File: config.mk
export PLATFORM = sky130hd
export DESIGN_NAME = rv_commit
export DESIGN_NICKNAME = d
export VERILOG_FILES = /design/src/rv_core_pkg.sv /design/src/rv_commit.sv
export SDC_FILE = /design/constraint.sdc
export NUM_CORES = 1
export LEC_CHECK = 0
export ABC_AREA = 1
export BUFFER_PORTS_ARGS = -buffer_cell sky130_fd_sc_hd__buf_2
export CAP_MARGIN = 20
export CORE_AREA = 2 2 211 213
export DETAILED_ROUTE_END_ITERATION = 8
export DIE_AREA = 0 0 213 215
export SLEW_MARGIN = 20
export SYNTH_ARGS = -nofsm -noshare
export SYNTH_HDL_FRONTEND = slang
export SYNTH_SLANG_ARGS = --single-unit
File: constraint.sdc
create_clock -name clock -period 4.2 [get_ports clock]
set_clock_uncertainty 0.05 [all_clocks]
set_input_delay 0.42 -clock clock [delete_from_list [all_inputs] [get_ports clock]]
set_output_delay 0.42 -clock clock [all_outputs]
set_load 0.05 [all_outputs]
File: src/rv_core_pkg.sv
package rv_core_pkg;

	typedef logic [63:0] xlen_t;
	typedef logic [63:0] addr_t;
	typedef logic [31:0] inst_t;
	typedef logic [4:0] reg_index_t;

	// major opcodes of the supported subset
	localparam logic [6:0] op_reg    = 7'h33; // add sub and or xor
	localparam logic [6:0] op_imm    = 7'h13; // addi only
	localparam logic [6:0] op_lui    = 7'h37;
	localparam logic [6:0] op_branch = 7'h63; // beq bne
	localparam logic [6:0] op_jal    = 7'h6f;
	localparam logic [6:0] op_trap   = 7'h6b; // halts the core, code in x10

	typedef enum logic [2:0] {
		alu_add,
		alu_sub,
		alu_and,
		alu_or,
		alu_xor,
		alu_pass_b // lui immediate and jal link
	} alu_op_t;

	typedef enum logic [1:0] {
		fetch_idle,
		fetch_request,
		fetch_wait
	} fetch_state_t;

endpackage

File: src/rv_commit.sv
`timescale 1ns/1ps

module rv_commit import rv_core_pkg::*; (
	input logic clock,
	input logic reset,
	input logic wb_valid,
	input addr_t wb_pc,
	input inst_t wb_inst,
	input logic wb_wen,
	input reg_index_t wb_rdest,
	input xlen_t wb_wdata,
	input logic wb_is_trap,
	input xlen_t a0_value,
	output logic commit_valid,
	output addr_t commit_pc,
	output inst_t commit_inst,
	output logic commit_wen,
	output reg_index_t commit_rdest,
	output xlen_t commit_wdata,
	output logic trap,
	output logic [7:0] trap_code,
	output xlen_t cycle_count,
	output xlen_t instr_count
);

	logic retire;

	assign retire = wb_valid && !trap; // nothing retires past a trap

	always_ff @(posedge clock) begin
		if (reset) begin
			commit_valid <= 1'b0;
			commit_wen <= 1'b0;
			trap <= 1'b0;
			trap_code <= '0;
			cycle_count <= '0;
			instr_count <= '0;
		end else begin
			commit_valid <= retire;
			commit_wen <= retire && wb_wen && wb_rdest != '0;
			if (retire && wb_is_trap) begin
				trap <= 1'b1; // held until reset
				trap_code <= a0_value[7:0];
			end
			if (!trap)
				cycle_count <= cycle_count + 64'd1;
			if (retire)
				instr_count <= instr_count + 64'd1;
		end
	end

	always_ff @(posedge clock) begin
		if (retire) begin
			commit_pc <= wb_pc;
			commit_inst <= wb_inst;
			commit_rdest <= wb_rdest;
			commit_wdata <= wb_wdata;
		end
	end

endmodule

* Yosys cells after proc, flatten, opt, wreduce, memory -nomap -nowiden
Cells that the tools add are included.
** Storage, ports and cells
- Register bits after elaboration :: 304
- Input port bits :: 234
- Output and inout port bits :: 304
- Logic and storage cells :: 18
** Operators by class
- Add/sub/neg operators :: 2
- Reduce and logical (&&, ||, !) cells :: 6
** Operators with widths (number)
- $add A64 B1 Y64 const B :: 2
- $reduce_bool A5 Y1 :: 1
- $logic_and A1 B1 Y1 :: 4
- $logic_not A1 Y1 :: 1

* Depth between registers and ports, before layout
- Depth in word-level cells :: 4
- Gate-level depth with buffers :: 12
- Gate-level depth less buffers :: 12

* Worst setup path before layout
No wires, ideal clock.
- Kind :: register to register
- Start point :: register trap
- End point :: register commit_inst[0], enable pin
- Setup time :: 0.454 ns
- Data arrival time :: 3.014 ns
- Required time :: 3.696 ns
- Setup slack :: 0.682 ns
- Cell stages (with the launch flop) :: 6
- Path buffers :: 2
- Period minus slack after synthesis :: 3.518 ns
- Path through :: dfxtp_1 -> clkinv_2 -> nand2_2 -> inv_2 -> buf_2 -> buf_2
** On the way
- Longest elaborated chain between the ends :: 2
** RTL lines
- from (decl) :: RTL line rv_commit.sv:20 : output logic trap,
- from (signal assigned) :: RTL line rv_commit.sv:34 : trap <= 1'b0;
- from (signal assigned) :: RTL line rv_commit.sv:42 : trap <= 1'b1;
- $logic_not A1 Y1
- $logic_and A1 B1 Y1 :: RTL line rv_commit.sv:28 : assign retire = wb_valid && !trap;
- net retire :: RTL line rv_commit.sv:26 : logic retire;
- to (signal assigned) :: RTL line rv_commit.sv:55 : commit_inst <= wb_inst;
- to (decl) :: RTL line rv_commit.sv:16 : output inst_t commit_inst,
The timed path passes the listed nets, and every way through them passes these cells.
A chain may end at the register's enable or synchronous reset.

* Final worst setup path
- Start point :: register trap
- End point :: register commit_wdata[28], enable pin
** On the way
- Longest elaborated chain between the ends :: 2
** RTL lines
- $logic_not A1 Y1
- $logic_and A1 B1 Y1 :: RTL line rv_commit.sv:28
- to (signal assigned) :: RTL line rv_commit.sv:57 : commit_wdata <= wb_wdata;
- to (decl) :: RTL line rv_commit.sv:19 : output xlen_t commit_wdata,
No other way between the ends.

==> flow_metrics.py <==
metrics = {
    "critical_path": {
        "ff2ff_path_depth": 4,
        "crit_fanout": 85,
        "r2r_start": "trap",
        "rrSetupSlack_ns": 1.84,
        "crit_end": "commit_wdata[28]",
        "cp-startpoint": "trap",
        "crit_type": "flip-flop to flip-flop",
        "start_kind": "flip-flop",
        "end_kind": "flip-flop",
        "arrival_ns": 2.47,
        "cp.required_ns": 4.31,
        "r2r-end": "commit_wdata[28]",
    },
    "synthesis": {
        "synth-async-reset-ratio": 0,
        "syn_area_per_cell_sq_um": 9.09,
        "synth_cells": 1405,
        "netlist.area_leader.share": 0.388,
        "synth-seq-area-share": 0.606,
        "yosysUniqueCellTypes": 36,
        "synthTopCellsByCount": "nand2_1, nor2_1, edfxtp_1",
        "synth_most_common_cell": "nand2_1",
        "syn_area_sq_mm": 0.0128,
        "yosys-top-cells-area": "edfxtp_1, dfxtp_1, nand2_1",
        "ys_warn_count": 0,
        "ys.flop_type": "edfxtp_1",
        "synth_top_cell_by_area": "edfxtp_1",
        "syn-num-nets": 1641,
        "synth-edff-count": 165,
        "ys_ff_latch": 304,
    },
    "global_routing": {
        "top_usage_layer": "met2",
        "grt_max_degree": 86,
        "antenna_found_initial": 11,
        "grt_pass1_wl_mm": 70.7,
        "grt_pass1_vias": 11900,
        "grt_use_met1": 0.245,
        "use_met3": 0.0557,
        "met2_usage": 0.353,
        "track_usage": 0.205,
        "grt_overflow_total": 0,
    },
    "sta": {
        "min_period_ns": 2.36,
        "max_freq_ghz": 0.424,
        "tightest_slew_ns": 1.00,
        "hold_violations": 0,
        "tns_ns": 0,
        "report.final.slew_viol_count": 0,
        "fin_ws_ns": 1.84,
        "setup_viol": 0,
        "fin_crit_sh": 0.561,
        "max_slew_margin": 0.332,
        "rsz0062_at_grt": "no",
        "whs_ns": 0.0396,
    },
    "pwr": {
        "ir_drop_mv": 0.202,
        "power_density_mw_per_mm2": 391,
        "p_leak_nw": 7.64,
    },
    "run": {
        "drv_cap": 0,
    },
    "layout": {
        "num-nets-final": 2303,
        "drive_gt1_frac": 0.290,
        "final_cell_area_sq_mm": 0.0187,
        "post-route-util": 0.427,
        "syn_to_final_growth_pct": 46.0,
        "nFillCells": 4334,
    },
    "routing": {
        "wire_per_inst_um": 17.9,
        "drc": 0,
        "vias": 12200,
        "drt_pass1_iterations": 5,
        "vias_per_cell": 4.54,
        "drtIter0Drc": 654,
        "wirelength_mm": 48.3,
        "postRouteAntennaNets": 0,
    },
    "floorplanning": {
        "die_h_um": 215,
        "start_util": 0.293,
        "die_x_um": 213,
        "core_area_sq_mm": 0.0436,
        "rows": 77,
        "io_pins": 538,
        "fp.dieArea_sq_mm": 0.0458,
    },
    "cts": {
        "h-tree-depth": 2,
        "cts_root_buf": "clkbuf_16",
        "cts_made_buffers": 36,
        "clock_latency_ns": 0.54,
        "cts_buffer_depth": 3,
        "clock_sinks": 304,
        "ctsResizeCount": 0,
        "clk_transition_reported_paths_ns": 0.06,
        "cts_tree": "built",
    },
    "place": {
        "portBuffers": 481,
        "placed_area_sq_mm": 0.0159,
        "post-dp-hpwl_mm": 37.8,
        "place_congestion": 0.917,
        "pre_cts_ws_ns": 1.80,
    },
    "worst_hold_path": {
        "min-delay-path-class": "input port to flip-flop",
    },
    "outcome": {
        "outcome": "completed",
    },
}
==> sequential cells by signal (all words and copies together), names as in the netlist <==
name	count
commit_wen	1
commit_valid	1
trap	1
instr_count	64
commit_rdest	5
trap_code	8
cycle_count	64
commit_wdata	64
commit_pc	64
commit_inst	32
==> cell usage in the layout (no fill, tap or decap), types with 24 or more instances in the layout <==
cell / instances
buf_2: 481
nand2_1: 309
nor2_1: 273
edfxtp_1: 165
dlygate4sd3_1: 159
dfxtp_1: 139
inv_1: 134
nand3_1: 95
a21oi_1: 59
clkbuf_16: 37
nand4_1: 31
nor3_1: 28
o21ai_0: 24
==> kinds of logic after synthesis <==
| logic type | share of synthesized area |
|---|---|
| compound gates | 0.0377 |
| xor+xnor | 0.0192 |
| fa+ha+maj | 0.00196 |
| buf+inv | 0.0489 |
| flops | 0.606 |
| simple gates | 0.287 |
==> area by class of cell <==
class	count	area [sq um]	area share
Sequential cell	304	7740	0.415
Multi-Input combinational cell	938	4410	0.237
Timing Repair Buffer	644	4030	0.216
Clock buffer	55	1050	0.0565
Tap cell	592	741	0.0397
Inverter	143	546	0.0292
Clock inverter	10	110	0.00590
Antenna cell	9	22.5	0.00121
==> report_power, final <==
group	internal, mW	total, mW	switching [mW]
clock	1.86	3.12	1.26
sequential	3.27	3.31	0.0412
combinational	0.245	0.858	0.613
==> critical path: stages (launching register included) <==
cell and delay [ns]:
dfxtp_1 0.33, clkinv_2 0.11, nand2_2 0.24, inv_8 0.47
buf_4 0.63
==> worst min-delay path by stage <==
stage                     cells after the start         start               to  slack, ns
after floorplan                               0    wb_inst[0]   commit_inst[0]       0.47
after global placement                        2  trap_code[0]     trap_code[0]       0.40
after detailed placement                      2  trap_code[1]     trap_code[1]       0.41
after CTS                                     1   wb_rdest[1]  commit_rdest[1]      0.006
after global routing                          1     wb_pc[34]    commit_pc[34]       0.02
final                                         1     wb_pc[27]    commit_pc[27]       0.04
==> per-stage QoR <==
| stage | power [mW] | std cells |
|---|---|---|
| 4_1_cts | 7.37 | 2686 |
| 3_3_place_gp | 4.10 | 2462 |
| 3_5_place_dp | 4.11 | 2462 |
| 5_1_grt | 7.53 | 2695 |
| 2_1_floorplan | 3.86 | 1405 |
| 6_report | 7.29 | 2695 |
==> per-layer routing <==
layer / vias to the layer above / routed length (um)
met5: - / 38
met4: 6 / 1450
met3: 91 / 3720
met2: 462 / 23600
met1: 5722 / 19500
li1: 5945 / -
==> timing repair <==
action,4_1_cts,5_1_grt
setup buffers,0,0
hold endpoints to repair,159,0
hold buffers,159,0
Power figures use the tool's default switching activity.
