<file path="src/rv_core_pkg.sv">
package rv_core_pkg;

	typedef logic [63:0] xlen_t;
	typedef logic [63:0] addr_t;
	typedef logic [31:0] inst_t;
	typedef logic [4:0] reg_index_t;

	// major opcodes of the supported subset
	localparam logic [6:0] op_reg    = 7'h33; // add sub and or xor
	localparam logic [6:0] op_imm    = 7'h13; // addi only
	localparam logic [6:0] op_lui    = 7'h37;
	localparam logic [6:0] op_branch = 7'h63; // beq bne
	localparam logic [6:0] op_jal    = 7'h6f;
	localparam logic [6:0] op_trap   = 7'h6b; // halts the core, code in x10

	typedef enum logic [2:0] {
		alu_add,
		alu_sub,
		alu_and,
		alu_or,
		alu_xor,
		alu_pass_b // lui immediate and jal link
	} alu_op_t;

	typedef enum logic [1:0] {
		fetch_idle,
		fetch_request,
		fetch_wait
	} fetch_state_t;

endpackage

</file>
<file path="src/rv_decode.sv">
`timescale 1ns/1ps

module rv_decode import rv_core_pkg::*; (
	input logic clock,
	input logic reset,
	input logic fetch_valid,
	input addr_t fetch_pc,
	input inst_t fetch_inst,
	input logic redirect,
	input xlen_t ex_result,
	input logic wb_valid,
	input logic wb_wen,
	input reg_index_t wb_rdest,
	input xlen_t wb_wdata,
	output logic ex_valid,
	output addr_t ex_pc,
	output inst_t ex_inst,
	output alu_op_t ex_alu_op,
	output xlen_t ex_operand_a,
	output xlen_t ex_operand_b,
	output xlen_t ex_rs2_value,
	output logic ex_branch,
	output logic ex_branch_ne,
	output logic ex_jump,
	output addr_t ex_target,
	output logic ex_wen,
	output reg_index_t ex_rdest,
	output logic ex_is_trap,
	output xlen_t a0_value
);

	logic [6:0] opcode;
	logic [2:0] funct3;
	logic [6:0] funct7;
	reg_index_t rs1;
	reg_index_t rs2;
	reg_index_t rd;
	xlen_t imm_i;
	xlen_t imm_u;
	xlen_t imm_b;
	xlen_t imm_j;
	xlen_t rf_rs1;
	xlen_t rf_rs2;
	xlen_t rs1_value;
	xlen_t rs2_value;
	xlen_t operand_b;
	alu_op_t alu_op;
	logic writes_rd;
	logic is_branch;
	logic is_jump;
	logic is_trap;
	addr_t target;

	assign opcode = fetch_inst[6:0];
	assign rd = fetch_inst[11:7];
	assign funct3 = fetch_inst[14:12];
	assign rs1 = fetch_inst[19:15];
	assign rs2 = fetch_inst[24:20];
	assign funct7 = fetch_inst[31:25];

	assign imm_i = {{52{fetch_inst[31]}}, fetch_inst[31:20]};
	assign imm_u = {{32{fetch_inst[31]}}, fetch_inst[31:12], 12'b0};
	assign imm_b = {{52{fetch_inst[31]}}, fetch_inst[7], fetch_inst[30:25],
		fetch_inst[11:8], 1'b0};
	assign imm_j = {{44{fetch_inst[31]}}, fetch_inst[19:12], fetch_inst[20],
		fetch_inst[30:21], 1'b0};

	rv_regfile u_regfile (
		.clock(clock),
		.reset(reset),
		.rs1_index(rs1),
		.rs2_index(rs2),
		.write_enable(wb_valid && wb_wen),
		.write_index(wb_rdest),
		.write_data(wb_wdata),
		.rs1_value(rf_rs1),
		.rs2_value(rf_rs2),
		.a0_value(a0_value)
	);

	// execute result first, then the value being written back
	function automatic xlen_t forward(input reg_index_t index, input xlen_t rf_value);
		if (index == '0)
			return '0;
		if (ex_valid && ex_wen && ex_rdest == index)
			return ex_result;
		if (wb_valid && wb_wen && wb_rdest == index)
			return wb_wdata;
		return rf_value;
	endfunction

	assign rs1_value = forward(rs1, rf_rs1);
	assign rs2_value = forward(rs2, rf_rs2);

	always_comb begin
		alu_op = alu_add;
		operand_b = rs2_value;
		writes_rd = 1'b0;
		is_branch = 1'b0;
		is_jump = 1'b0;
		is_trap = 1'b0;
		target = fetch_pc + imm_b;
		case (opcode)
			op_reg: begin
				if (funct7 == 7'b0 || (funct7 == 7'b0100000 && funct3 == 3'b000)) begin
					writes_rd = 1'b1;
					case (funct3)
						3'b000: alu_op = funct7[5] ? alu_sub : alu_add;
						3'b100: alu_op = alu_xor;
						3'b110: alu_op = alu_or;
						3'b111: alu_op = alu_and;
						default: writes_rd = 1'b0; // shifts and compares are no-ops
					endcase
				end
			end
			op_imm: begin
				if (funct3 == 3'b000) begin
					operand_b = imm_i;
					writes_rd = 1'b1;
				end
			end
			op_lui: begin
				alu_op = alu_pass_b;
				operand_b = imm_u;
				writes_rd = 1'b1;
			end
			op_branch: is_branch = (funct3[2:1] == 2'b00); // beq or bne
			op_jal: begin
				alu_op = alu_pass_b;
				operand_b = fetch_pc + 64'd4; // link value
				target = fetch_pc + imm_j;
				writes_rd = 1'b1;
				is_jump = 1'b1;
			end
			op_trap: is_trap = 1'b1;
			default: ;
		endcase
	end

	always_ff @(posedge clock) begin
		if (reset)
			ex_valid <= 1'b0;
		else
			ex_valid <= fetch_valid && !redirect; // younger than a taken branch
	end

	always_ff @(posedge clock) begin
		if (fetch_valid) begin
			ex_pc <= fetch_pc;
			ex_inst <= fetch_inst;
			ex_alu_op <= alu_op;
			ex_operand_a <= rs1_value;
			ex_operand_b <= operand_b;
			ex_rs2_value <= rs2_value;
			ex_branch <= is_branch;
			ex_branch_ne <= funct3[0];
			ex_jump <= is_jump;
			ex_target <= target;
			ex_wen <= writes_rd;
			ex_rdest <= rd;
			ex_is_trap <= is_trap;
		end
	end

endmodule

</file>
<file path="src/rv_regfile.sv">
`timescale 1ns/1ps

module rv_regfile import rv_core_pkg::*; (
	input logic clock,
	input logic reset,
	input reg_index_t rs1_index,
	input reg_index_t rs2_index,
	input logic write_enable,
	input reg_index_t write_index,
	input xlen_t write_data,
	output xlen_t rs1_value,
	output xlen_t rs2_value,
	output xlen_t a0_value
);

	xlen_t regs [0:31];

	always_ff @(posedge clock) begin
		if (reset) begin
			for (int i = 0; i < 32; i++)
				regs[i] <= '0;
		end else if (write_enable && write_index != '0) begin
			regs[write_index] <= write_data; // x0 stays zero
		end
	end

	assign rs1_value = regs[rs1_index];
	assign rs2_value = regs[rs2_index];
	assign a0_value = regs[10]; // trap code source

endmodule

</file>
<file path="config.mk">
export PLATFORM = sky130hd
export DESIGN_NAME = rv_decode
export DESIGN_NICKNAME = d
export VERILOG_FILES = /design/src/rv_core_pkg.sv /design/src/rv_decode.sv /design/src/rv_regfile.sv
export SDC_FILE = /design/constraint.sdc
export NUM_CORES = 2
export LEC_CHECK = 0
export BUFFER_PORTS_ARGS = -buffer_cell sky130_fd_sc_hd__buf_2
export CORE_AREA = 2 2 568 570
export CTS_CLUSTER_SIZE = 8
export DETAILED_ROUTE_END_ITERATION = 6
export DIE_AREA = 0 0 570 572
export GPL_TIMING_DRIVEN = 0
export SLEW_MARGIN = 20
export SYNTH_ARGS = -nofsm -noshare
export SYNTH_HDL_FRONTEND = slang
export SYNTH_SLANG_ARGS = --single-unit
</file>
<file path="constraint.sdc">
create_clock -name clock -period 5.7 [get_ports clock]
set_input_delay 0.57 -clock clock [delete_from_list [all_inputs] [get_ports clock]]
set_output_delay 0.57 -clock clock [all_outputs]
set_load 0.01 [all_outputs]
</file>
# --- Word level (Yosys, flattened, before mapping) ---
# Memories as Yosys holds them, arrays and structs flattened.
# Index checks and enable logic that the tools add are counted.
classes:
  add_sub_neg: 3
  n_eq_ne: 14
  n_mux: 45
  n_reduce_logical: 20
ops:
  columns: ["operator", "count"]
  rows:
  - ["two-way mux 64 bit", 15]
  - ["case mux 64 bit (3 select lines)", 1]
  - ["adder 64 bit", 2]
  - ["adder 64 x 3 -> 64 bit, second input constant", 1]
  - ["OR reduction 64 bit", 1]
  - ["two-way mux 1 bit", 24]
  - ["equality test 7 x 6 -> 1 bit, second input constant", 3]
  - ["equality test 7 bit, second input constant", 3]
  - ["equality test 5 bit", 4]
  - ["case mux 3 bit (4 select lines)", 1]
  - ["zero test 5 bit", 2]
  - ["equality test 3 bit, second input constant", 3]
  - ["logical AND 1 bit", 9]
  - ["equality test 7 x 5 -> 1 bit, second input constant", 1]
  - ["zero test 7 bit", 1]
  - ["case mux 3 bit (2 select lines)", 1]
  - ["two-way mux 5 bit", 1]
  - ["nonzero test 5 bit", 1]
  - ["OR reduction 4 bit", 1]
  - ["zero test 3 bit", 1]
  - ["two-way mux 3 bit", 1]
  - ["case mux 1 bit (3 select lines)", 1]
  - ["zero test 2 bit", 1]
  - ["OR reduction 2 bit", 1]
  - ["other kinds (2)", 2]
word_totals:
  register_bits: 366
  ram_bits: 2048
  in_bits: 235
  output_inout_bits: 430
  memories: 1
mem_list:
  columns: ["memory", "depth", "width", "rd", "rd_ports_with_merged_regs", "wr", "line", "source"]
  rows:
  - ["u_regfile.regs", 32, 64, 3, 0, 32, "rv_regfile.sv:16", "xlen_t regs [0:31];"]

# --- Logic depth before layout (Yosys ltp) ---
logic_depth:
  ltp_word: 11
  depth_mapped: 20

# --- Cells and area by module ---
# Synthesis repeated with hierarchy kept, for this count alone.
hier_totals:
  cells_unflattened: 8796
  hier_area_um2: 126792.9
by_module_without_submodules:
  columns: ["mod", "instances", "cells_each", "area_per_inst_um2", "seq_area_each_um2"]
  rows:
  - ["rv_regfile", 1, 7003, 106741.1, 61499.0]
  - ["rv_decode", 1, 1793, 20051.7, 10770.3]

# --- Worst setup path after synthesis ---
# OpenSTA, ideal clock, no wires.
synth_timing:
  path_kind: "input to register"
  from: "in fetch_inst[1]"
  to: "reg ex_target[57] (data pin)"
  setup_ns: 0.277
  arrival_time_ns: 4.047
  path_slack_ns: 1.376
  stages: 20
  path_cell_list: "nand3_1 > nor3b_1 > nand3_1 > inv_1 > clkbuf_1 > buf_1 > nand2_1 > nand2_1 > ha_1 > inv_1 > fa_1 > nor2b_1 > o2111ai_1 > a21boi_1 > o311ai_0 > and2_1 > o21ai_1 > a211oi_2 > o21ai_0 > a311oi_1"
synth_between:
  elab_chain_cells: 2
synth_lines:
  columns: ["item", "line", "source"]
  rows:
  - ["start, declared", "rv_decode.sv:8", "input inst_t fetch_inst,"]
  - ["equality test 7 bit", "rv_decode.sv:103", "case (opcode)"]
  - ["two-way mux 64 bit", "rv_decode.sv:103", null]
  - ["named net target[57]", "rv_decode.sv:52", "addr_t target;"]
  - ["end signal, assigned", "rv_decode.sv:158", "ex_target <= target;"]
  - ["end, declared", "rv_decode.sv:25", "output addr_t ex_target,"]
# The timed path passes the listed nets, and every way through them passes these cells.
# A chain may end at the register's enable or synchronous reset.

# --- Worst setup path after layout ---
layout_timing:
  from: "in fetch_inst[21]"
  to: "reg ex_rs2_value[30] (data pin)"
layout_between:
  elab_chain_cells: 8
layout_lines:
  columns: ["item", "line", "source"]
  rows:
  - ["equality test 5 bit", "rv_decode.sv:87", "if (wb_valid && wb_wen && wb_rdest == index)"]
  - ["logical AND 1 bit", "rv_decode.sv:87", null]
  - ["two-way mux 1 bit (2 in a row)", "rv_decode.sv:87", null]
  - ["two-way mux 1 bit", "rv_decode.sv:85", "if (ex_valid && ex_wen && ex_rdest == index)"]
  - ["two-way mux 64 bit", "rv_decode.sv:89", "return rf_value;"]
  - ["two-way mux 64 bit", "rv_decode.sv:87", null]
  - ["two-way mux 64 bit *", "rv_decode.sv:85", null]
  - ["named net rs2_value[30]", "rv_decode.sv:45", "xlen_t rs2_value;"]
  - ["end signal, assigned", "rv_decode.sv:154", "ex_rs2_value <= rs2_value;"]
  - ["end, declared", "rv_decode.sv:21", "output xlen_t ex_rs2_value,"]
# The timed path passes the listed nets; every way through them passes the cells marked *. The select of a mux whose other input is x is not followed.

==> reports/qor.yml <==
layout:
  area_delta_synth_final_pct: 17.5
  finalInstanceArea_um2: 150000
  nets: 9736
  utilization_pct: 46.8
  drive_above_1_share_pct: 29.7
  filler_cell_count: 27700
clocking:
  post_cts.repair.setup_buffers: 0
  sinks_on_the_clock_net: 2407
  cts_inserted_buffers: 340
  worstSkewPairLatency_ns: 0.99
  clockRootBuffer: "sky130_fd_sc_hd__clkbuf_16"
  clk_pin_slew_worst_paths_ns: 0.05
  clock_tree.htree_level_count: 5
  cts_tree: "built"
  cts_max_path_buffers: 4
synthesis:
  mapped_avg_cell_area_um2: 15.6
  synth_area_leaders: "sky130_fd_sc_hd__edfxtp_1 (57%), sky130_fd_sc_hd__mux4_2 (23%), sky130_fd_sc_hd__and2_1 (9.8%), sky130_fd_sc_hd__clkbuf_1 (1.8%), sky130_fd_sc_hd__mux2i_1 (1.0%)"
  synth_seq_area_share_pct: 56.7
  synth_largest_type_area_fraction_pct: 56.7
  postSynthCellCount: 8167
  post-synth-top-count-cell: "sky130_fd_sc_hd__edfxtp_1"
  ys_ff_latch: 2407
  ys_types: 73
  synth-edff-count: 2406
  yosys-top-cells-count: "sky130_fd_sc_hd__edfxtp_1 (2,406), sky130_fd_sc_hd__and2_1 (1,992), sky130_fd_sc_hd__mux4_2 (1,280), sky130_fd_sc_hd__clkbuf_1 (614), sky130_fd_sc_hd__nand2_1 (246)"
  postSynth.asyncResetShare_pct: 0
  mappedNetlistArea_um2: 127000
  ys.flop_type: "sky130_fd_sc_hd__edfxtp_1"
  yosys_warnings: 0
  cell_accounting_for_the_most_synthesized_area: "sky130_fd_sc_hd__edfxtp_1"
grt:
  grt.overflow.total: 0
  combined_global_route_utilization_of_all_metal_layers_pct: 35.6
  number_of_global_route_vias_before_repair: 88100
  grt_max_degree: 106
  grt_pass1_wl_um: 772000
  number_of_antenna_violations_at_the_first_check_in_global_routing: 95
sta:
  rsz0062_at_grt: "false"
  fin_crit_sh_pct: 100
  finalHoldViolations: 0
  final_critical_path_setup_slack_ns: -0.000370
  setup_viol_count_final: 1
  slew_headroom_pct: 9.68
  worstMarginPinSlew_ns: 1.35
  period_needed_ns: 5.70
  setup_total_negative_slack_ns: -0.000370
  drv_slew: 0
  max_clock_freq_ghz: 0.175
  final.setup_skew_ns: 0.0841
die:
  die_area_um2: 326000
  core_region_area_um2: 320000
  die-height_um: 572
  num_rows: 208
  die_w_um: 570
  num_io_pins: 665
  start_util_pct: 39.8
route:
  ant_nets: 0
  residual_drc: 6
  avgRoutedWirePerCell_um: 42.9
  firstDrtPassIters: 7
  first_iter_violations: 15600
  finalWirelength_um: 590000
  dr_total_vias: 90300
  vias_per_cell: 6.56
critical_path:
  worstPathRequired_ns: 6.31
  worst_path_most_repeated_cell: "sky130_fd_sc_hd__buf_2"
  critPathMaxStageDelay_ns: 0.94
  critPathLaunchType: "input pin"
  timing_worst_setup_path_type: "input pin to register"
  timing.critical_path.cells: "buf_2 > buf_2 > buf_4 > buf_2 > xnor2_1 > nand4_1 > nor3_2 > clkbuf_2 > clkbuf_1 > a211oi_1 > a21oi_2 > nor2_1"
  worst-endpoint-arrival_ns: 6.31
  cp_slowest_cell: "sky130_fd_sc_hd__clkbuf_1"
  timing.critical_path.fanout_max: 11
  critPathCaptureType: "register"
placement:
  worst_slack_after_detailed_placement_ns: -1.61
  buffer_ports.inserted: 661
  place.gp.congestion: 1.02
  hpwl_um: 442000
  placement.cell_area_um2: 139000
power_and_ir_drop:
  static-leakage-power_nw: 52.3
  max-vdd-ir-drop_uv: 224
  cellPowerDensity_nw_per_um2: 316
  power_mw: 47.3
worst_hold_path:
  hold_path.class: "input pin to register"
outcome:
  failed_checks: "DRC, setup timing"
  outcome: "complete, but fails checks"
flow_run:
  drv.max_cap_violation_count: 0
routing by layer:
layer	up-vias	GRT usage [%]	share of wire [%]
li1	34100	-	-
met1	46400	41.3	33
met2	7870	53.1	44
met3	1929	14.9	15
met4	38	25.7	8.5
met5	-	0.309	0.070
flip-flops by register name (all words and copies together), names as in the netlist:
signal,count
ex_valid,1
ex_rs2_value,64
ex_operand_b,64
ex_branch,1
ex_jump,1
ex_is_trap,1
u_regfile.regs,2048
ex_inst,32
ex_alu_op,3
ex_wen,1
ex_target,63
ex_operand_a,64
ex_pc,64
path summary, 6_finish.rpt:
| kind | start | end | slack, ns | cells after the start |
|---|---|---|---|---|
| max reg2reg | ex_inst[9]$_DFFE_PP_ | ex_rs2_value[30]$_DFFE_PP_ | 0.32 | 8 |
| min reg2reg | u_regfile.regs[6][62]$_SDFFCE_PN0P_ | ex_operand_a[62]$_SDFFCE_PN0P_ | 1.31 | 6 |
| min | fetch_pc[55] | ex_pc[55]$_DFFE_PP_ | 0.04 | 1 |
| max | fetch_inst[21] | ex_rs2_value[30]$_DFFE_PP_ | -0.0004 | 12 |
where the power goes:
group / internal (mW) / switching (mW) / total (mW)
logic: 2.74 / 4.59 / 7.33
registers: 20.7 / 0.564 / 21.3
clock network: 10.8 / 7.94 / 18.7
total: 34.2 / 13.1 / 47.3
cell usage in the layout, fill, tap and decap left out, types with 68 or more instances in the layout:
cell | Yosys | routed
sky130_fd_sc_hd__nor2_1 | 218 | 216
sky130_fd_sc_hd__edfxtp_1 | 2406 | 2406
sky130_fd_sc_hd__a211oi_1 | 73 | 70
sky130_fd_sc_hd__clkbuf_2 | 0 | 98
sky130_fd_sc_hd__nand2_1 | 246 | 246
sky130_fd_sc_hd__dlygate4sd3_1 | 0 | 83
sky130_fd_sc_hd__o211ai_1 | 78 | 78
sky130_fd_sc_hd__clkbuf_1 | 614 | 536
sky130_fd_sc_hd__diode_2 | 0 | 78
sky130_fd_sc_hd__xnor2_1 | 88 | 87
sky130_fd_sc_hd__buf_16 | 0 | 68
sky130_fd_sc_hd__mux2i_1 | 128 | 128
sky130_fd_sc_hd__and2_1 | 1992 | 1992
sky130_fd_sc_hd__mux4_2 | 1280 | 1280
sky130_fd_sc_hd__clkbuf_16 | 0 | 346
sky130_fd_sc_hd__a21oi_1 | 226 | 193
sky130_fd_sc_hd__buf_2 | 135 | 828
timing repair:
item | in CTS | in global routing
gates resized for setup | 6 | 9
endpoints found under the hold margin | 84 | 0
setup endpoints to repair | 17 | 8
hold buffers | 83 | 0
final cells by class:
class / count / area [µm²] / share of cell area (%)
inverter: 33 / 128 / 0.0853
clock inverter: 23 / 419 / 0.280
buffer: 842 / 3630 / 2.43
multi-input combinational: 4947 / 52000 / 34.8
timing repair buffer: 866 / 7000 / 4.68
clock buffer: 365 / 8730 / 5.83
antenna: 78 / 195 / 0.130
tap: 4200 / 5260 / 3.51
sequential: 2407 / 72300 / 48.3
stage by stage:
step,hold slack (ns),std cells
detailed placement,0.733,13200
global route,0.0425,13700
global placement,0.736,13100
finish,0.0397,13800
CTS,0.00144,13700
floorplan,0.646,8230
cell families after synthesis:
family	after synthesis	share of synthesized area (%)
simple gates	2666	12.2
flops	2407	56.7
mux	1408	23.6
buf+inv	876	2.80
compound gates	608	3.03
xor+xnor	137	0.942
fa+ha+maj	64	0.635
other cells	1	0.00294
worst max-delay path, delay by kind of cell:
kind | cells | cell delay, ns
buf+inv | 6 | 3.20
compound gates | 2 | 1.26
simple gates | 3 | 1.04
xor+xnor | 1 | 0.19
No activity file was read; power rests on OpenSTA's default activity.
