===== src/rv_core_pkg.sv =====
package rv_core_pkg;

	typedef logic [63:0] xlen_t;
	typedef logic [63:0] addr_t;
	typedef logic [31:0] inst_t;
	typedef logic [4:0] reg_index_t;

	// major opcodes of the supported subset
	localparam logic [6:0] op_reg    = 7'h33; // add sub and or xor
	localparam logic [6:0] op_imm    = 7'h13; // addi only
	localparam logic [6:0] op_lui    = 7'h37;
	localparam logic [6:0] op_branch = 7'h63; // beq bne
	localparam logic [6:0] op_jal    = 7'h6f;
	localparam logic [6:0] op_trap   = 7'h6b; // halts the core, code in x10

	typedef enum logic [2:0] {
		alu_add,
		alu_sub,
		alu_and,
		alu_or,
		alu_xor,
		alu_pass_b // lui immediate and jal link
	} alu_op_t;

	typedef enum logic [1:0] {
		fetch_idle,
		fetch_request,
		fetch_wait
	} fetch_state_t;

endpackage


===== src/rv_fetch.sv =====
`timescale 1ns/1ps

module rv_fetch import rv_core_pkg::*; #(
	parameter addr_t reset_vector = 64'h8000_0000
) (
	input logic clock,
	input logic reset,
	input logic ar_ready,
	input logic r_valid,
	input inst_t r_data,
	input logic redirect,
	input addr_t redirect_pc,
	input logic trap,
	output logic ar_valid,
	output addr_t ar_addr,
	output logic fetch_valid,
	output addr_t fetch_pc,
	output inst_t fetch_inst
);

	fetch_state_t state;
	addr_t pc; // address of the request in flight
	addr_t redirect_target;
	logic stale; // response in flight belongs to a flushed path

	assign ar_valid = (state == fetch_request);
	assign ar_addr = pc;

	always_ff @(posedge clock) begin
		if (reset) begin
			state <= fetch_idle;
			pc <= reset_vector;
			stale <= 1'b0;
			fetch_valid <= 1'b0;
		end else begin
			fetch_valid <= 1'b0;
			case (state)
				fetch_idle: begin
					// only reached from reset or after a trap
					if (!trap)
						state <= fetch_request;
				end
				fetch_request: begin
					if (redirect)
						stale <= 1'b1; // address must hold until accepted
					if (ar_ready)
						state <= fetch_wait;
				end
				fetch_wait: begin
					if (r_valid) begin
						fetch_valid <= !stale && !redirect && !trap;
						stale <= 1'b0;
						if (redirect)
							pc <= redirect_pc;
						else if (stale)
							pc <= redirect_target;
						else
							pc <= pc + 64'd4;
						state <= trap ? fetch_idle : fetch_request;
					end else if (redirect) begin
						stale <= 1'b1;
					end
				end
				default: state <= fetch_idle;
			endcase
		end
	end

	// latest redirect wins
	always_ff @(posedge clock) begin
		if (redirect)
			redirect_target <= redirect_pc;
	end

	always_ff @(posedge clock) begin
		if (state == fetch_wait && r_valid) begin
			fetch_pc <= pc;
			fetch_inst <= r_data;
		end
	end

endmodule


===== config.mk =====
export PLATFORM = sky130hd
export DESIGN_NAME = rv_fetch
export DESIGN_NICKNAME = d
export VERILOG_FILES = /design/src/rv_core_pkg.sv /design/src/rv_fetch.sv
export SDC_FILE = /design/constraint.sdc
export NUM_CORES = 1
export LEC_CHECK = 0
export BUFFER_PORTS_ARGS = -buffer_cell sky130_fd_sc_hd__buf_2
export CORE_UTILIZATION = 53
export CTS_BUF_LIST = sky130_fd_sc_hd__clkbuf_4 sky130_fd_sc_hd__clkbuf_8 sky130_fd_sc_hd__clkbuf_16
export DETAILED_ROUTE_END_ITERATION = 12
export GPL_ROUTABILITY_DRIVEN = 0
export PLACE_DENSITY = 0.81
export SLEW_MARGIN = 20
export SYNTH_ARGS = -nofsm -noshare
export SYNTH_HDL_FRONTEND = slang
export SYNTH_SLANG_ARGS = --single-unit

===== constraint.sdc =====
create_clock -name clock -period 5.7 [get_ports clock]
set_input_delay 0.57 -clock clock [delete_from_list [all_inputs] [get_ports clock]]
set_output_delay 0.57 -clock clock [all_outputs]
set_load 0.01 [all_outputs]

After elaboration in Yosys (flattened, before gate mapping)
Index checks and enable logic that the tools add are counted.
W data, S select, Z words.
{"block": "totals", "reg_bits": 228, "input_bits": 102}
{"block": "op_classes", "add_sub_neg": 1, "eq_ne": 5, "mux": 10, "n_bitwise": 2, "reduce_logical": 11}
{"operator": "$mux W64", "n": 2}
{"operator": "$add A64 B3 Y64 const B", "n": 1}
{"operator": "$mux W2", "n": 3}
{"operator": "$ne A2 B2 Y1 const B", "n": 3}
{"operator": "$pmux W2 S3", "n": 1}
{"operator": "$logic_and A1 B1 Y1", "n": 3}
{"operator": "$logic_not A1 Y1", "n": 3}
{"operator": "$mux W1", "n": 3}
{"operator": "$reduce_and A3 Y1", "n": 1}
{"operator": "$reduce_or A3 Y1", "n": 1}
{"operator": "$eq A2 B1 Y1 const B", "n": 1}
{"operator": "$eq A2 B2 Y1 const B", "n": 1}
{"operator": "$logic_not A2 Y1", "n": 1}
{"operator": "$not A1 Y1", "n": 2}
{"operator": "$pmux W1 S2", "n": 1}
{"operator": "$reduce_and A2 Y1", "n": 1}
{"operator": "$reduce_bool A2 Y1", "n": 1}

Depth between registers and ports, before layout
Gate-level depths: netlist (run 1).
{"block": "logic_depth", "word_depth": 3, "depth_mapped": 9}

Worst setup path before layout (run 1)
Ideal clock, no wire load.
{"block": "synth_timing", "path_type": "input-to-reg", "from": "in r_valid", "to": "reg pc[12], in the netlist ar_addr[12]", "setup_time_ns": 0.318, "arrival_ns": 4.027, "slack_ns": 1.356, "cell_stages": 5, "n_path_buf": 2, "cell_sequence": "nand2_1 clkinv_1 clkbuf_1 clkbuf_1 a311oi_1"}
{"block": "synth_via", "elab_chain_cells": 1}
{"item": "start: declaration", "line_no": "rv_fetch.sv:9", "text": "input logic r_valid,"}
{"item": "$reduce_and A2 Y1 (no line)"}
{"item": "end signal: assignment", "line_no": "rv_fetch.sv:32", "text": "pc <= reset_vector;"}
{"item": "end signal: assignment", "line_no": "rv_fetch.sv:54", "text": "pc <= redirect_pc;"}
{"item": "end signal: assignment", "line_no": "rv_fetch.sv:56", "text": "pc <= redirect_target;"}
{"item": "end: declaration", "line_no": "rv_fetch.sv:22", "text": "addr_t pc;"}
Every way passes these cells.
A chain may end at the register's enable or synchronous reset.

Worst setup path after layout (run 1)
{"block": "layout_timing", "from": "reg stale", "to": "reg pc[48], in the netlist ar_addr[48]"}
{"block": "layout_via", "elab_chain_cells": 2}
{"item": "start: declaration", "line_no": "rv_fetch.sv:24", "text": "logic stale;"}
{"item": "start signal: assignment", "line_no": "rv_fetch.sv:33", "text": "stale <= 1'b0;"}
{"item": "start signal: assignment", "line_no": "rv_fetch.sv:45", "text": "stale <= 1'b1;"}
{"item": "start signal: assignment", "line_no": "rv_fetch.sv:52", "text": "stale <= 1'b0;"}
{"item": "$mux W64", "line_no": "rv_fetch.sv:55", "text": "else if (stale)"}
{"item": "$mux W64", "line_no": "rv_fetch.sv:53", "text": "if (redirect)"}
{"item": "end signal: assignment", "line_no": "rv_fetch.sv:54"}
{"item": "end signal: assignment", "line_no": "rv_fetch.sv:56"}
{"item": "end signal: assignment", "line_no": "rv_fetch.sv:58", "text": "pc <= pc + 64'd4;"}
Every way passes these cells.

==> impl_metrics.toml, run 1 <==
[drt]
wirelength_mm = 28.69
drc = 0
wire_per_inst_microns = 20.99
drt_pass1_iterations = 6
drt_iter0_drc = 1268
viasPerCell = 6.413
met3_wirelength_mm = 3.147
detail-route-antenna-nets = 0
dr_wl_met2_mm = 13.05
vias = 8767
maxUsedRoutingLayer = "met4"
m1WireLength_mm = 11.74

[status]
status = "finished, final reports clean"

[clocking]
cts_max_level = 1
clock_latency_ns = 0.52
clk_pin_slew_ns = 0.07
root_buffer = "clkbuf_16"
holdBufCountCts = 0
post_cts_resized = 0
cts_tree = "yes"
cts_buffers = 24
cts_sinks = 228
cts.path.max_buffers = 3
cts_setup_buffers = 0

[timing]
rsz0062_at_grt = "false"
finalCriticalPeriod_ns = 2.861
skew_ns = 0.01173
worst_slew_pin_slew_ns = 1.085
finalMaxSlewViolations = 0
finalSetupTns_ns = 0
finalCritPeriodShare = 0.5020
hold_viol_final = 0
finalSetupViolCount = 0
fmax_mhz = 349.5
maxSlewHeadroom = 0.2738

[setup_path]
start_kind = "register"
required_ns = 6.13
crit_path_end_kind = "register"
crit_fanout = 28
cp_data_arrival_time_ns = 3.29
path_class = "register to register"

[synthesis]
syn_inst = 878
syn_avg_cell_area_sq_um = 11.45
syn_nets = 985
synth_seq_cells = 228
synth_top_area_cell = "edfxtp_1"
yosys_warnings = 0
synth_area_leaders = "edfxtp_1 48%, dfxtp_1 14%, o21ai_0 3.3%"
synth_seq_area_share = 0.6133
synth_ff_type = "edfxtp_1"
synth-edff-count = 160
async_flop_share = 0
synth_cell_types = 67
syn_area_sq_mm = 0.01005
synth_top_area_frac = 0.4779

[finish]
layout.nets = 1221
final_common_cell = "buf_2"
nFillCells = 1411
fin_area_sq_mm = 0.01240
layout_common_cells = "262 x buf_2, 160 x edfxtp_1, 68 x dfxtp_1"
register_area_sq_mm = 0.006166
areaGrowthSynthToFinish_pct = 23.30
multi_input_area_sq_mm = 0.003573
fin_cells = 1367
layout-drive-gt1-share = 0.3004

[die]
design.core.area_sq_mm = 0.01864
num_rows = 50
fp.dieH_microns = 139.7
ioPinCount = 264
initial_core_util = 0.5393
die_area_sq_mm = 0.01952
die_w_microns = 139.7

[grt]
overflow = 0
antenna_found_initial = 2
grt_pass1_wl_mm = 43.82
grt_pass1_vias = 8020
grt_max_degree = 109
grt_usage = 0.2835

[power]
power_leakage_nw = 4.617
power.density_mw_per_mm2 = 356.8
peakVddDrop_uv = 203.1

[min_path]
hp-class = "primary input to register"

[place]
io_buffers = 263
place_inst = 1322
dp_hpwl_mm = 18.80
place_area_sq_mm = 0.01150

[flow_run]
drv_cap = 0
==> final cells by class <==
cell class,instances,share of cell area
flip-flops and latches,228,0.4974
multi-input cells,568,0.2883
diodes,1,0.0002019
clock inverters,17,0.01948
repair buffers,272,0.1118
inverters,20,0.006460
clock buffers,27,0.05269
well taps,234,0.02362
==> worst paths after layout <==
| check | cells past startpoint | endpoint | slack (ns) | startpoint |
|---|---|---|---|---|
| worst max-delay path | 6 | ar_addr[48]$_SDFFE_PP0P_ | 2.84 | stale$_SDFFE_PP0P_ |
| worst max register to register | 6 | ar_addr[48]$_SDFFE_PP0P_ | 2.84 | stale$_SDFFE_PP0P_ |
| worst min register to register | 0 | fetch_pc[1]$_DFFE_PP_ | 0.46 | ar_addr[1]$_SDFFE_PP0P_ |
| worst min-delay path | 1 | fetch_inst[30]$_DFFE_PP_ | 0.22 | r_data[30] |
==> flip-flops by register name (all words and copies together), names as in the netlist <==
signal           flops
state                2
fetch_pc            64
fetch_valid          1
redirect_target     64
stale                1
ar_addr             64
fetch_inst          32
==> where the power goes <==
group | leakage, nW | switching (mW) | internal [mW]
Clock | 0.438 | 0.653 | 1.09
Combinational | 2.11 | 0.382 | 0.221
Sequential | 2.07 | 0.139 | 1.93
Total | 4.62 | 1.17 | 3.25
==> Yosys cell counts (5+ instances only) <==
master,n
edfxtp_1,160
dfxtp_1,68
o21ai_0,67
nor2_1,58
nand2_1,56
clkbuf_1,47
a21oi_1,42
nand4_1,37
nand3_1,28
nor4_1,28
inv_1,19
nor3_1,19
a22oi_1,17
a221oi_1,16
a31oi_1,15
a221o_1,13
o22ai_1,13
mux2i_1,12
buf_1,8
and3_1,7
and4_1,7
nand2b_1,7
or3_1,7
or4_1,7
a22o_1,6
or2_2,6
a21o_1,5
and2_1,5
buf_2,5
ha_1,5
nand3b_1,5
nand4b_1,5
o31a_1,5
==> worst max-delay path: stages (launching register included) <==
cell      delay (ns)
dfxtp_1         0.94
nor2b_2         0.62
buf_4           0.41
a221oi_1        0.14
or2_2           0.33
o211a_1         0.13
a221oi_1        0.19
==> layer usage <==
metal | vias up | track usage
met3 | 77 | 0.05540
met5 | - | 0
met4 | 0 | 0.09196
li1 | 3953 | -
met2 | 617 | 0.4363
met1 | 4120 | 0.4041
==> cells by family (layout without fill, tap and decap cells) <==
group / after synthesis / after routing / share of synthesized area
mux: 14 / 14 / 0.01419
fa+ha+maj: 5 / 5 / 0.006223
flops: 228 / 228 / 0.6133
buf+inv: 82 / 336 / 0.03198
compound gates: 248 / 248 / 0.1664
simple gates: 301 / 301 / 0.1679
other cells: 0 / 1 / 0
==> per-stage QoR <==
step	hold WS, ns	worst slack, ns	total power, mW	util
6_report	0.2236	2.839	4.423	0.6649
3_3_place_gp	0.4413	2.736	2.664	0.6168
2_1_floorplan	0.4658	1.356	2.429	-
4_1_cts	0.2118	2.922	4.424	0.6648
5_1_grt	0.2176	2.686	4.552	0.6649
3_5_place_dp	0.4497	2.681	2.689	0.6168
No activity file was read; power rests on OpenSTA's default activity.
==> run 2, diff against run 1 <==
CORE_UTILIZATION = 48   (was 53)
PLACE_DENSITY = 0.78   (was 0.81)
clock period = 2.44 ns   (was 5.7 ns; I/O delays follow)
==> run 2 against run 1 <==
  * Worst setup slack worse by 2.7 ns
  * Maximum frequency is 25% higher
  * Sequential power is 130% higher
  * Largest power group unchanged
==> impl_metrics.toml, run 2 (synthesized netlist as in run 1, its figures left out) <==
[place]
io_buffers = 263
place_area_sq_mm = 0.01191
dp_hpwl_mm = 20.40

[finish]
n_antenna_cell = 0
layout_common_cells = "262 x buf_2, 160 x edfxtp_1, 96 x dlygate4sd3_1"
final_common_cell = "buf_2"
layout.nets = 1361
areaGrowthSynthToFinish_pct = 36.38
layout-drive-gt1-share = 0.3013
fin_area_sq_mm = 0.01371
nFillCells = 1554

[clocking]
clock_latency_ns = 0.51
root_buffer = "clkbuf_16"
cts_tree = "yes"
cts_setup_buffers = 0
cts.path.max_buffers = 3
cts_max_level = 1
cts_buffers = 24
cts_sinks = 228
clk_pin_slew_ns = 0.06

[power]
switchingPower_mw = 2.724
power_frac_clock = 0.371
power.density_mw_per_mm2 = 752.0
seqPwrFrac = 0.462
p_int_mw = 7.586
power_leakage_nw = 5.233
swShare = 0.2642
p_comb_frac = 0.166
peakVddDrop_uv = 431.2
power_mw = 10.31

[timing]
finalSetupViolCount = 0
finalCritPeriodShare = 0.9401
worst_slew_pin_slew_ns = 0.7907
finalMaxSlewViolations = 0
finalCriticalPeriod_ns = 2.294
skew_ns = 0.01056
finalSetupTns_ns = 0
maxSlewHeadroom = 0.4680
hold_viol_final = 0
fmax_mhz = 436.0
rsz0062_at_grt = "false"

[drt]
wire_per_inst_microns = 19.58
vias = 9178
drc = 0
detail-route-antenna-nets = 0
wirelength_mm = 30.18
drt_iter0_drc = 970
viasPerCell = 5.956
drt_pass1_iterations = 5

[setup_path]
worst-path-buf-inv = 1
cp_data_arrival_time_ns = 2.72
cp.depth = 7
crit_path_end_kind = "register"
max_stage_delay_ns = 0.34
required_ns = 2.87
critPathTopFamily = "simple AND/OR/NAND/NOR gates"
reg2reg_depth = 7
cp_cell_sequence = "ha_1 > nand4_1 > nor4_4 > buf_4 > nand2_1 > o31a_1 > nor3_1"
slowest_stage = "dfxtp_1"
start_kind = "register"
crit_fanout = 23
path_class = "register to register"

[grt]
grt_pass1_wl_mm = 45.66
grt_usage = 0.2693
overflow = 0
grt_pass1_vias = 8414
antenna_found_initial = 0
grt_max_degree = 82

[status]
status = "finished, final reports clean"

[die]
num_rows = 52
initial_core_util = 0.4937
ioPinCount = 264
die_area_sq_mm = 0.02153
die_w_microns = 146.7
fp.dieH_microns = 146.7
design.core.area_sq_mm = 0.02036

[min_path]
hold_depth = 2
hp-class = "primary input to register"

[flow_run]
drv_cap = 0
==> run 2: changes by cell type in the layout (fill, tap and decap cells not counted), moves of 2 or more <==
cell | before | now
buf_4 | 10 | 51
dlygate4sd3_1 | 0 | 96
clkbuf_4 | 0 | 8
bufinv_16 | 6 | 3
buf_12 | 0 | 3
clkinvlp_4 | 2 | 0
clkinv_2 | 6 | 2
==> run 2: metrics by stage <==
| step | utilization | worst slack (ns) | hold WS, ns | instances |
|---|---|---|---|---|
| after floorplan | - | 0.2061 | 0.3429 | 878 |
| after global placement | 0.5848 | 0.2942 | 0.4201 | 1402 |
| after detailed placement | 0.5848 | 0.1888 | 0.4221 | 1402 |
| after CTS | 0.6730 | 0.1643 | 0.003706 | 1541 |
| after global routing | 0.6733 | 0.03040 | 0.01331 | 1541 |
| final | 0.6733 | 0.1462 | 0.01556 | 1541 |
==> run 2: cell type report <==
| class | instances | area, sq um | area share |
|---|---|---|---|
| well taps | 270 | 337.8 | 0.02464 |
| multi-input cells | 568 | 3577 | 0.2609 |
| repair buffers | 412 | 2715 | 0.1980 |
| flip-flops and latches | 228 | 6166 | 0.4497 |
| inverters | 20 | 80.08 | 0.005841 |
| clock buffers | 36 | 726.9 | 0.05302 |
| clock inverters | 7 | 107.6 | 0.007848 |
==> run 2: worst reg2reg max path, stage by stage, from the launching register on <==
cell     delay (ns)
dfxtp_1        0.34
ha_1           0.26
nand4_1        0.24
nor4_4         0.32
buf_4          0.29
nand2_1        0.23
o31a_1         0.34
nor3_1         0.19
==> run 2: path summary, 6_finish.rpt <==
path	startpoint	end	slack [ns]
setup / recovery	ar_addr[2]$_SDFFE_PP0P_	ar_addr[54]$_SDFFE_PP0P_	0.15
hold / removal	r_valid	fetch_valid$_SDFF_PP0_	0.02
hold reg to reg	ar_addr[1]$_SDFFE_PP0P_	fetch_pc[1]$_DFFE_PP_	0.47
setup reg to reg	ar_addr[2]$_SDFFE_PP0P_	ar_addr[54]$_SDFFE_PP0P_	0.15
==> run 2: routing by layer <==
metal | part of all wire | vias to the layer above | global-route usage | wire length [microns]
met3 | 0.095 | 69 | 0.03820 | 2872
met4 | 0.028 | 0 | 0.09063 | 830
met5 | 0 | - | 0 | 0
met2 | 0.44 | 540 | 0.4137 | 13410
li1 | - | 4223 | - | -
met1 | 0.43 | 4346 | 0.3920 | 13060
==> run 2: what timing repair did <==
item	in CTS	in global routing
hold buffers	96	0
endpoints found under the setup margin	0	1
endpoints found under the hold margin	96	0
resized for setup	0	1
==> run 2: power by group through the flow <==
stage	clock [mW]	sequential, mW	combinational [mW]
after floorplan	0	4.89	0.773
after global placement	0	4.83	1.53
after detailed placement	0	4.84	1.56
after CTS	3.87	4.76	1.69
after global routing	4.03	4.80	1.85
final	3.83	4.77	1.71
==> run 3, diff against run 2 <==
CORE_MARGIN = 3   (was unset)
CTS_CLUSTER_DIAMETER = 50   (was unset)
clock period = 2 ns   (was 2.44 ns; I/O delays follow)
==> run 3 against run 2 <==
  * Design area rose by 5.9%
  * Die area rose by 5.5%
  * Worst setup slack got worse by 0.12 ns
  * Clock-buffer cell count unchanged
  * Sequential share of layout area shrank 2.4 points
  * Sequential power up 21%
==> impl_metrics.toml, run 3 (synthesized netlist as in run 1, its figures left out) <==
[place]
place_inst = 1465
place_area_sq_mm = 0.01242
dp_hpwl_mm = 21.92
pre_cts_ws_ns = -0.02980
io_buffers = 263

[clocking]
cts_tree = "yes"
clk_pin_slew_ns = 0.06
cts_buffers = 26
clock_latency_ns = 0.53
cts.path.max_buffers = 3
root_buffer = "clkbuf_16"
cts_max_level = 1
cts_sinks = 228

[setup_path]
reg2reg_depth = 6
cp_data_arrival_time_ns = 2.37
crit_start = "ar_addr[9]$_SDFFE_PP0P_"
crit_fanout = 5
slowest_stage = "nor4_4"
path_class = "register to register"
start_kind = "register"
crit_path_end_kind = "register"
r2r_start = "ar_addr[9]$_SDFFE_PP0P_"
rrSetupSlack_ns = 0.03
required_ns = 2.40
rr_endpoint = "ar_addr[29]$_SDFFE_PP0P_"
max_stage_delay_ns = 0.42
cp_cell_sequence = "nand4_1 > nor4_4 > buf_4 > nand2_1 > o311ai_0 > a21oi_1"
cp-endpoint = "ar_addr[29]$_SDFFE_PP0P_"

[grt]
use_met1 = 0.3790
grt_pass1_vias = 8896
antenna_found_initial = 1
grt_pass1_wl_mm = 48.40
met3_usage = 0.05328
grt_use_met2 = 0.4282
top_usage_layer = "met2"
grt_max_degree = 68
overflow = 0
grt_usage = 0.2691

[die]
ioPinCount = 264
num_rows = 52
initial_core_util = 0.4921
die_w_microns = 150.7
die_area_sq_mm = 0.02272
design.core.area_sq_mm = 0.02043
fp.dieH_microns = 150.7

[timing]
fmax_mhz = 507.8
finalSetupViolCount = 0
finalCriticalPeriod_ns = 1.969
worst_slew_pin_slew_ns = 0.5854
holdWs_ns = 0.09887
finalCritPeriodShare = 0.9847
finalSetupTns_ns = 0
hold_viol_final = 0
finalMaxSlewViolations = 0
skew_ns = 0.01310
maxSlewHeadroom = 0.6097
layout_setup_ws_ns = 0.03066

[flow_run]
drv_cap = 0

[drt]
wirelength_mm = 32.60
wire_per_inst_microns = 20.05
drc = 0
viasPerCell = 6.003
drt_iter0_drc = 1134
vias = 9761
drt_pass1_iterations = 6
detail-route-antenna-nets = 0

[power]
power_mw = 13.09
power_leakage_nw = 5.769
peakVddDrop_uv = 543.1
power.density_mw_per_mm2 = 901.6

[finish]
layout-drive-gt1-share = 0.3535
layout.nets = 1442
nFillCells = 1450
areaGrowthSynthToFinish_pct = 44.37
finish.utilization = 0.7104
fin_area_sq_mm = 0.01451
fin_cells = 1626
layout_common_cells = "264 x buf_2, 160 x edfxtp_1, 120 x buf_4"
final_common_cell = "buf_2"

[status]
status = "finished, final reports clean"

[min_path]
hp-class = "primary input to register"
## run 3: changes by cell type in the layout (fill, tap and decap cells not counted), sizes merged
| cell | change |
|---|---|
| buf | +76 |
| clkinv | +3 |
| dlygate4sd3 | +2 |
| clkdlybuf4s15 | +1 |
| clkinvlp | +1 |
| diode | +1 |
| inv | +1 |
## run 3: area by class of cell
| type | instances | area (sq um) | share of cell area |
|---|---|---|---|
| tap | 270 | 337.8 | 0.02328 |
| inverter | 20 | 80.08 | 0.005517 |
| sequential | 228 | 6181 | 0.4259 |
| antenna | 1 | 2.502 | 0.0001724 |
| timing repair buffer | 491 | 3357 | 0.2313 |
| clock buffer | 36 | 762.0 | 0.05250 |
| multi-input combinational | 568 | 3647 | 0.2513 |
| clock inverter | 12 | 146.4 | 0.01009 |
## run 3: repair_timing
action                     in CTS  in global routing
gates cloned                    0                  3
setup endpoints to repair       3                 27
hold endpoints to repair      103                  0
setup buffers                   0                 11
pin swaps                       0                  9
gates resized for setup         1                 24
hold buffers                   98                  0
## run 3: worst min-delay path by stage
| stage | startpoint | to | slack, ns | cells after the start |
|---|---|---|---|---|
| after floorplan | r_data[0] | fetch_inst[0]$_DFFE_PP_ | 0.30 | 0 |
| after global placement | r_data[16] | fetch_inst[16]$_DFFE_PP_ | 0.38 | 1 |
| after detailed placement | r_data[1] | fetch_inst[1]$_DFFE_PP_ | 0.38 | 1 |
| after CTS | trap | state[0]$_SDFFE_PP0P_ | 0.09 | 5 |
| after global routing | trap | state[0]$_SDFFE_PP0P_ | 0.13 | 5 |
| final | trap | state[0]$_SDFFE_PP0P_ | 0.1 | 5 |
## run 3: power by group
| group | internal (mW) | total [mW] | switching [mW] |
|---|---|---|---|
| sequential | 5.51 | 5.75 | 0.237 |
| combinational | 0.988 | 2.37 | 1.38 |
| clock | 3.05 | 4.97 | 1.91 |
| total | 9.55 | 13.1 | 3.53 |
## run 3: worst max-delay path: cells and delay by family, from the launching register on
kind            cells  cell delay [ns]
flops               1             0.41
simple gates        3             0.77
compound gates      2             0.47
buf+inv             1             0.19
## run 3: layer usage
| metal | vias to the layer above | share of wire | wire length [microns] |
|---|---|---|---|
| li1 | 4403 | - | - |
| met1 | 4570 | 0.41 | 13240 |
| met2 | 675 | 0.46 | 14930 |
| met3 | 113 | 0.11 | 3471 |
| met4 | 0 | 0.030 | 962 |
| met5 | - | 0 | 0 |
